## src/hdl/noc_flit_pkg.sv

```systemverilog
package noc_flit_pkg;

	// flit layout, msb first
	// [7] head flag, [6:4] destination, [3:0] payload
	localparam int FLIT_W = 8;
	localparam int DEST_W = 3;

	localparam int HEAD_BIT = FLIT_W - 1;
	localparam int DEST_HI = HEAD_BIT - 1;
	localparam int DEST_LO = DEST_HI - DEST_W + 1;

	// one flit as carried on every channel
	typedef logic [FLIT_W-1:0] flit_t;

	// destination node id taken from a head flit
	typedef logic [DEST_W-1:0] dest_t;

	// index of an input or output port, two ports per side
	typedef logic port_t;

endpackage

```

## src/hdl/noc_ctrl_pkg.sv

```systemverilog
package noc_ctrl_pkg;

	// receive side packet buffer
	typedef enum logic [1:0] {
		RX_IDLE,
		RX_STORE,
		RX_CH_WAIT,
		RX_SEND
	} rx_state_t;

	// output sender, one flit per load/send/wait round
	typedef enum logic [2:0] {
		TX_IDLE,
		TX_LOAD,
		TX_SEND,
		TX_WAIT_ACK,
		TX_RELEASE
	} tx_state_t;

endpackage

```

## src/hdl/flit_if.sv

```systemverilog
interface flit_if;

	import noc_flit_pkg::*;

	// single cycle strobe per decoded flit
	logic valid;
	flit_t flit;
	logic head;
	// output choice, only looked at with head set
	port_t out_chnl;

	modport source (
		output valid,
		output flit,
		output head,
		output out_chnl
	);

	modport sink (
		input valid,
		input flit,
		input head,
		input out_chnl
	);

endinterface

```

## src/hdl/rx_decode.sv

```systemverilog
module rx_decode #(
	parameter noc_flit_pkg::dest_t LOCAL_ID = '0
) (
	input logic clk,
	input logic reset,
	input logic ch_req,
	input noc_flit_pkg::flit_t ch_flit,
	flit_if.source dec
);

	import noc_flit_pkg::*;

	logic req_q;
	logic req_edge;
	logic pend;
	logic valid_q;
	flit_t flit_q;
	dest_t dest;

	// sender toggles ch_req once per flit
	assign req_edge = ch_req ^ req_q;

	always_ff @(posedge clk or posedge reset) begin
		if (reset) begin
			req_q <= 1'b0;
			pend <= 1'b0;
			valid_q <= 1'b0;
		end else begin
			req_q <= ch_req;
			pend <= req_edge;
			// classification takes one more cycle
			valid_q <= pend;
		end
	end

	// flit held stable by the sender until acked
	always_ff @(posedge clk) begin
		if (req_edge) begin
			flit_q <= ch_flit;
		end
	end

	assign dest = flit_q[DEST_HI:DEST_LO];

	assign dec.valid = valid_q;
	assign dec.flit = flit_q;
	assign dec.head = flit_q[HEAD_BIT];
	// local delivery on output 0, everything else forwarded
	assign dec.out_chnl = (dest == LOCAL_ID) ? 1'b0 : 1'b1;

	// next toggle cannot come before the ack, so strobes stay single
	a_valid_pulse: assert property (@(posedge clk) disable iff (reset)
		valid_q |=> !valid_q);

endmodule

```

## src/hdl/rx_buffer.sv

```systemverilog
module rx_buffer #(
	parameter int BUFF_BITS = 3
) (
	input logic clk,
	input logic reset,
	flit_if.sink dec,
	output logic ch_ack,
	output logic sw_req,
	output noc_flit_pkg::port_t sw_chnl,
	input logic sw_gnt,
	input logic [BUFF_BITS-1:0] buf_addr,
	output noc_flit_pkg::flit_t buf_data
);

	import noc_flit_pkg::*;
	import noc_ctrl_pkg::*;

	localparam int FLIT_COUNT = 2 ** BUFF_BITS;
	localparam logic [BUFF_BITS-1:0] LAST = '1;

	rx_state_t state;
	logic [BUFF_BITS-1:0] count;
	flit_t mem [FLIT_COUNT];

	// read port for the granted sender
	assign buf_data = mem[buf_addr];

	always_ff @(posedge clk or posedge reset) begin
		if (reset) begin
			state <= RX_IDLE;
			count <= '0;
			ch_ack <= 1'b0;
			sw_req <= 1'b0;
			sw_chnl <= '0;
			for (int i = 0; i < FLIT_COUNT; i++) begin
				mem[i] <= '0;
			end
		end else begin
			case (state)
				RX_IDLE, RX_STORE: begin
					if (dec.valid) begin
						mem[count] <= dec.flit;
						// route comes from the head flit only
						if (dec.head) begin
							sw_chnl <= dec.out_chnl;
						end
						if (count == LAST) begin
							// last flit, its ack waits for the send
							sw_req <= 1'b1;
							state <= RX_CH_WAIT;
						end else begin
							ch_ack <= ~ch_ack;
							count <= count + 1'b1;
							state <= RX_STORE;
						end
					end
				end
				RX_CH_WAIT: begin
					if (sw_gnt) begin
						state <= RX_SEND;
					end
				end
				RX_SEND: begin
					sw_req <= 1'b0;
					// grant falls once the sender is done
					if (!sw_gnt) begin
						ch_ack <= ~ch_ack;
						count <= '0;
						state <= RX_IDLE;
					end
				end
				default: begin
					state <= RX_IDLE;
				end
			endcase
		end
	end

	// packets are fixed length, so a head can only start one
	a_head_first: assert property (@(posedge clk) disable iff (reset)
		dec.valid && dec.head |-> count == '0);

	// request is held until the crossbar answers
	a_req_hold: assert property (@(posedge clk) disable iff (reset)
		sw_req && !sw_gnt |=> sw_req);

endmodule

```

## src/hdl/switch_crossbar.sv

```systemverilog
module switch_crossbar #(
	parameter int BUFF_BITS = 3
) (
	input logic clk,
	input logic reset,
	input logic [1:0] sw_req,
	input noc_flit_pkg::port_t sw_chnl [2],
	output logic [1:0] sw_gnt,
	output logic [BUFF_BITS-1:0] rx_addr [2],
	input noc_flit_pkg::flit_t rx_data [2],
	output logic [1:0] start,
	input logic [1:0] done,
	input logic [BUFF_BITS-1:0] tx_addr [2],
	output noc_flit_pkg::flit_t tx_data [2]
);

	import noc_flit_pkg::*;

	// per output state
	logic [1:0] busy;
	port_t owner [2];
	port_t last [2];
	logic [1:0] want [2];
	port_t pick [2];

	// an input holds a grant while either output is busy for it
	always_comb begin
		for (int i = 0; i < 2; i++) begin
			sw_gnt[i] = (busy[0] && owner[0] == port_t'(i)) ||
				(busy[1] && owner[1] == port_t'(i));
		end
	end

	always_comb begin
		for (int o = 0; o < 2; o++) begin
			for (int i = 0; i < 2; i++) begin
				want[o][i] = sw_req[i] && !sw_gnt[i] && (sw_chnl[i] == port_t'(o));
			end
			// round robin when both inputs want the same output
			if (&want[o]) begin
				pick[o] = ~last[o];
			end else begin
				pick[o] = want[o][1];
			end
		end
	end

	always_ff @(posedge clk or posedge reset) begin
		if (reset) begin
			busy <= '0;
			start <= '0;
			for (int o = 0; o < 2; o++) begin
				owner[o] <= '0;
				last[o] <= 1'b1;
			end
		end else begin
			for (int o = 0; o < 2; o++) begin
				start[o] <= 1'b0;
				if (busy[o]) begin
					if (done[o]) begin
						busy[o] <= 1'b0;
					end
				end else if (|want[o]) begin
					busy[o] <= 1'b1;
					owner[o] <= pick[o];
					last[o] <= pick[o];
					start[o] <= 1'b1;
				end
			end
		end
	end

	// read path follows the owner of each output
	always_comb begin
		for (int i = 0; i < 2; i++) begin
			rx_addr[i] = (busy[1] && owner[1] == port_t'(i)) ? tx_addr[1] : tx_addr[0];
		end
		for (int o = 0; o < 2; o++) begin
			tx_data[o] = rx_data[owner[o]];
		end
	end

	a_one_output: assert property (@(posedge clk) disable iff (reset)
		!(busy[0] && busy[1] && owner[0] == owner[1]));

endmodule

```

## src/hdl/tx_result.sv

```systemverilog
module tx_result #(
	parameter int BUFF_BITS = 3
) (
	input logic clk,
	input logic reset,
	input logic start,
	output logic done,
	output logic [BUFF_BITS-1:0] buf_addr,
	input noc_flit_pkg::flit_t buf_data,
	output logic out_req,
	output noc_flit_pkg::flit_t out_flit,
	input logic out_ack
);

	import noc_ctrl_pkg::*;

	localparam logic [BUFF_BITS-1:0] LAST = '1;

	tx_state_t state;

	// one cycle strobe frees the crossbar grant
	assign done = (state == TX_RELEASE);

	always_ff @(posedge clk or posedge reset) begin
		if (reset) begin
			state <= TX_IDLE;
			buf_addr <= '0;
			out_req <= 1'b0;
		end else begin
			case (state)
				TX_IDLE: begin
					if (start) begin
						buf_addr <= '0;
						state <= TX_LOAD;
					end
				end
				TX_LOAD: begin
					state <= TX_SEND;
				end
				TX_SEND: begin
					out_req <= ~out_req;
					state <= TX_WAIT_ACK;
				end
				TX_WAIT_ACK: begin
					// downstream may take as long as it likes
					if (out_ack == out_req) begin
						if (buf_addr == LAST) begin
							state <= TX_RELEASE;
						end else begin
							buf_addr <= buf_addr + 1'b1;
							state <= TX_LOAD;
						end
					end
				end
				TX_RELEASE: begin
					state <= TX_IDLE;
				end
				default: begin
					state <= TX_IDLE;
				end
			endcase
		end
	end

	// flit stays on the output until the next load
	always_ff @(posedge clk) begin
		if (state == TX_LOAD) begin
			out_flit <= buf_data;
		end
	end

endmodule

```

## src/hdl/noc_router.sv

```systemverilog
module noc_router #(
	parameter int BUFF_BITS = 3,
	parameter noc_flit_pkg::dest_t LOCAL_ID = '0
) (
	input logic clk,
	input logic reset,
	input logic in0_req,
	input noc_flit_pkg::flit_t in0_flit,
	output logic in0_ack,
	input logic in1_req,
	input noc_flit_pkg::flit_t in1_flit,
	output logic in1_ack,
	output logic out0_req,
	output noc_flit_pkg::flit_t out0_flit,
	input logic out0_ack,
	output logic out1_req,
	output noc_flit_pkg::flit_t out1_flit,
	input logic out1_ack
);

	import noc_flit_pkg::*;

	logic [1:0] in_req;
	logic [1:0] in_ack;
	logic [1:0] out_req;
	logic [1:0] out_ack;
	flit_t in_flit [2];
	flit_t out_flit [2];

	logic [1:0] sw_req;
	logic [1:0] sw_gnt;
	logic [1:0] start;
	logic [1:0] done;
	port_t sw_chnl [2];
	logic [BUFF_BITS-1:0] rx_addr [2];
	logic [BUFF_BITS-1:0] tx_addr [2];
	flit_t rx_data [2];
	flit_t tx_data [2];

	// gather the external channels into port arrays
	assign in_req = {in1_req, in0_req};
	assign in_flit[0] = in0_flit;
	assign in_flit[1] = in1_flit;
	assign in0_ack = in_ack[0];
	assign in1_ack = in_ack[1];
	assign out_ack = {out1_ack, out0_ack};
	assign out0_req = out_req[0];
	assign out1_req = out_req[1];
	assign out0_flit = out_flit[0];
	assign out1_flit = out_flit[1];

	for (genvar p = 0; p < 2; p++) begin : g_port
		flit_if dec_if ();

		rx_decode #(.LOCAL_ID(LOCAL_ID)) u_decode (
			.clk(clk),
			.reset(reset),
			.ch_req(in_req[p]),
			.ch_flit(in_flit[p]),
			.dec(dec_if.source)
		);

		rx_buffer #(.BUFF_BITS(BUFF_BITS)) u_buffer (
			.clk(clk),
			.reset(reset),
			.dec(dec_if.sink),
			.ch_ack(in_ack[p]),
			.sw_req(sw_req[p]),
			.sw_chnl(sw_chnl[p]),
			.sw_gnt(sw_gnt[p]),
			.buf_addr(rx_addr[p]),
			.buf_data(rx_data[p])
		);

		// p indexes an output here
		tx_result #(.BUFF_BITS(BUFF_BITS)) u_result (
			.clk(clk),
			.reset(reset),
			.start(start[p]),
			.done(done[p]),
			.buf_addr(tx_addr[p]),
			.buf_data(tx_data[p]),
			.out_req(out_req[p]),
			.out_flit(out_flit[p]),
			.out_ack(out_ack[p])
		);
	end

	switch_crossbar #(.BUFF_BITS(BUFF_BITS)) u_crossbar (
		.clk(clk),
		.reset(reset),
		.sw_req(sw_req),
		.sw_chnl(sw_chnl),
		.sw_gnt(sw_gnt),
		.rx_addr(rx_addr),
		.rx_data(rx_data),
		.start(start),
		.done(done),
		.tx_addr(tx_addr),
		.tx_data(tx_data)
	);

endmodule

```

## config.mk

```make
export PLATFORM = sky130hd
export DESIGN_NAME = noc_router
export DESIGN_NICKNAME = d
export VERILOG_FILES = /design/src/hdl/noc_flit_pkg.sv /design/src/hdl/noc_ctrl_pkg.sv /design/src/hdl/flit_if.sv /design/src/hdl/rx_decode.sv /design/src/hdl/rx_buffer.sv /design/src/hdl/switch_crossbar.sv /design/src/hdl/tx_result.sv /design/src/hdl/noc_router.sv
export SDC_FILE = /design/constraint.sdc
export NUM_CORES = 1
export LEC_CHECK = 0
export ABC_AREA = 1
export BUFFER_PORTS_ARGS = -buffer_cell sky130_fd_sc_hd__buf_2
export CAP_MARGIN = 25
export CELL_PAD_IN_SITES_DETAIL_PLACEMENT = 1
export CELL_PAD_IN_SITES_GLOBAL_PLACEMENT = 1
export CORE_ASPECT_RATIO = 0.6
export CORE_MARGIN = 2
export CORE_UTILIZATION = 45
export CTS_CLUSTER_DIAMETER = 80
export DETAILED_ROUTE_END_ITERATION = 10
export GPL_ROUTABILITY_DRIVEN = 1
export PLACE_DENSITY_LB_ADDON = 0.1
export SLEW_MARGIN = 20
export SYNTH_ARGS = -nofsm -noshare
export SYNTH_HDL_FRONTEND = slang
export SYNTH_SLANG_ARGS = --single-unit
```

## constraint.sdc

```tcl
create_clock -name clk -period 5.7 [get_ports clk]
set_input_delay 0.285 -clock clk [delete_from_list [all_inputs] [get_ports clk]]
set_output_delay 0.285 -clock clk [all_outputs]
set_load 0.01 [all_outputs]
```

==> metrics.md <==
| Metric | Value |
|---|---|
| Pwr/cell area | `621.2 nW/µm²` |
| RD Place Congestion | `0.8425` |
| Die Wd | `192.3 µm` |
| Rows | `41` |
| Die ar. | `22500 µm²` |
| Most frequent cells in the layout | `258 x nand2_1, 178 x nand3_1, 170 x dfrtp_1` |
| Synth area leaders | `dfrtp_1 44%, nand2_1 10%, edfxtp_1 10%` |
| Area growth syn-to-layout | `13.38%` |
| Clock slew at reported path FFs | `0.07 ns` |
| Synth Instances | `1111` |
| Library cell with the largest summed area after synthesis | `dfrtp_1` |
| Post-route design area | `10860 µm²` |
| Crit path DAT | `3.45 ns` |
| Final setup TNS | `0 ns` |
| Outcome | `finished, final reports clean` |
| First-pass GRT wire length | `46530 µm` |
| Antenna Nets Post-Route | `0` |
| Hold/Removal Path Class | `input pin to register` |
| Max Cap Viol | `0` |
| Post-synthesis sequential area ratio | `0.5501` |
| CP most frequent cell | `nand3_1` |
| Detailed placement HPWL | `20860 µm` |
| Vias per std cell | `5.449` |
| Critical path launch point type | `register` |
| Syn Nets | `1141` |
| CTS H-Tree Depth | `1` |
| GRT Total Usage | `0.2719` |
| Synthesized flop and latch total | `204` |
| Critical Path Fanout Max | `33` |
| Fin Clk Skew | `0.01109 ns` |
| Clk Tree Root Cell | `clkbuf_16` |
| Final period util | `0.5588` |
| Die extent in y | `117.0 µm` |
| # diodes | `0` |
| Via count | `7929` |
| Pleak | `5.135 nW` |
| Final #Nets | `1191` |
| Worst-Skew Late Latency | `0.51 ns` |
| Critical path class | `register to register` |
| Vias in the first global route | `8085` |
| CP delay by family, top | `simple AND/OR/NAND/NOR gates` |
| Worst EP required | `5.96 ns` |
| RSZ-0062 raised after global routing | `false` |
| Clock sink count | `204` |
| Syn_area_per_cell | `8.619 µm²` |
| Placed cell areas | `9971 µm²` |
| Pwr Total | `6.744 mW` |
| Commonest non-fill, non-tap cell in the layout | `nand2_1` |
| Clock buffer depth | `3` |
| Share of layout cells above drive strength 1 | `0.1029` |
| Starting Density | `0.4575` |
| Worst Reg-to-Reg Cells | `7` |
| CP max stage delay | `0.82 ns` |
| Largest net degree at the start of global routing | `73` |
| Yosys synthesis warning count | `0` |
| Peak supply drop | `0.0002574 V` |
| Max-slew headroom | `0.3179` |
| Crit path time final | `3.185 ns` |
| CTS tree | `yes` |
| CTS Buf Count | `21` |
| GRT overflow | `0` |
| Worst-margin pin slew | `1.019 ns` |
| Initial DRT Pass Iterations | `6` |
| Core footprint | `20930 µm²` |
| Yosys top cell area share | `0.4443` |
| Hold path depth | `6` |
| Buffers & Inverters on Critical Path | `0` |
| Placed Instances | `1397` |
| Ports | `42` |
| I/O Buffers | `41` |
| Crit-path cells | `nand3_2 > nand2_2 > nand2_1 > nand3_1 > nand3_1 > nand3_1 > nand2_1` |
| Post-synth EDFFs | `32` |
| Setup-failing EPs final | `0` |
| Non-Filler Instances | `1455` |
| Synth Cell Area | `9575 µm²` |
| Slowest CP cell | `nand2_2` |
| Fraction of registers with async set/reset | `0.8431` |
| Initial antenna violation count | `1` |
| Initial DRC count | `622` |
| Wirelength, routed | `29250 µm` |
| Postcts setup bufs | `0` |
| Multi-input gate area | `3521 µm²` |
| WL per Instance | `20.10 µm` |
| Worst Setup End Kind | `register` |
| Final hold slack | `0.2057 ns` |
| FILL cells | `2489` |
| Remaining DRCs | `0` |
| Register area | `5268 µm²` |
| Final hold vios | `0` |
| Top_reg_cell synth | `dfrtp_1` |
| Netlist cell types | `37` |
| WP depth | `7` |
| Max Fclk | `313.9 MHz` |
| Final-report max-slew violation count | `0` |
## worst min-delay path: stages
cell and delay [ns]:
buf_2 0.08, nand2_1 0.05, nand2_1 0.07, nor2_1 0.05, inv_1 0.06, nand3b_1 0.07
## synthesized netlist by cell type, types with 2 or more instances
master	count
nand2_1	258
nand3_1	178
dfrtp_1	170
inv_1	149
o21ai_0	148
nand3b_1	35
edfxtp_1	32
nor2_1	26
buf_2	17
clkbuf_1	12
inv_2	9
buf_4	8
ha_1	8
nand2_2	5
nand3_2	5
nor3_1	4
nor3_2	4
o21ai_1	4
o31ai_1	4
xnor2_1	4
a21oi_1	3
nor2_2	3
o21ai_2	3
xor2_1	3
a21oi_2	2
buf_1	2
dfstp_2	2
nand2_4	2
o21ai_4	2
or2_2	2
## cells by family after synthesis
| kind of cell | Yosys count | synth area share |
|---|---|---|
| XOR/XNOR | 7 | 0.006403 |
| flip-flops | 204 | 0.5501 |
| AO/OA/AOI/OAI | 171 | 0.09643 |
| AND/OR/NAND/NOR | 523 | 0.2528 |
| adder cells (fa/ha/maj) | 8 | 0.01045 |
| buffers and inverters | 198 | 0.08376 |
## stage by stage
stage / setup slack (ns) / utilization
2_1_floorplan: 0.7582 / -
3_3_place_gp: 2.691 / 0.4760
3_5_place_dp: 2.595 / 0.4764
4_1_cts: 2.554 / 0.5176
5_1_grt: 2.301 / 0.5187
6_report: 2.515 / 0.5187
## final cells by class
class / count / area share
Tap cell: 279 / 0.03215
Clock inverter: 10 / 0.007376
Clock buffer: 28 / 0.05463
Sequential cell: 204 / 0.4852
Inverter: 158 / 0.05509
Multi-Input combinational cell: 709 / 0.3243
Timing Repair Buffer: 67 / 0.04126
## routing by layer
| metal | share of wire | global-route usage |
|---|---|---|
| met3 | 0.061 | 0.03727 |
| met2 | 0.39 | 0.3770 |
| met1 | 0.54 | 0.4511 |
| met4 | 0.012 | 0.04173 |
| met5 | 0 | 0 |
## flip-flops by register name, indices dropped and copies added, names as in the netlist, 4 cells and up
signal	count
g_port.u_result.buf_addr	6
g_port.u_decode.dec.flit	16
g_port.u_result.out_flit	16
g_port.u_buffer.count	6
g_port.u_buffer.state	4
g_port.u_buffer.mem	128
g_port.u_result.state	6
## worst paths after layout
path,slack (ns),start,to
worst max register to register,2.51,u_crossbar.owner[0]$_DFFE_PP0P_,g_port[1].u_result.out_flit[0]$_DFFE_PP_
max in group asynchronous,4.04,reset,g_port[1].u_result.out_req$_DFFE_PP0P_
worst min register to register,0.35,g_port[0].u_decode.pend$_DFF_PP0_,g_port[0].u_decode.dec.valid$_DFF_PP0_
worst max-delay path,2.51,u_crossbar.owner[0]$_DFFE_PP0P_,g_port[1].u_result.out_flit[0]$_DFFE_PP_
min in group asynchronous,0.42,reset,g_port[1].u_decode.dec.valid$_DFF_PP0_
worst min-delay path,0.21,out0_ack,g_port[0].u_result.state[1]$_DFFE_PP0P_
## power by group
| group | total (mW) | switching, mW | internal [mW] |
|---|---|---|---|
| registers | 2.53 | 0.401 | 2.13 |
| clock network | 1.37 | 0.588 | 0.779 |
| logic | 2.84 | 1.94 | 0.907 |
## what timing repair did
action,4_1_cts,5_1_grt
endpoints found under the hold margin,87,0
setup endpoints to repair,0,0
hold buffers,19,0
resized for setup,0,0
Note: power is estimated with default switching activity, not from simulation.
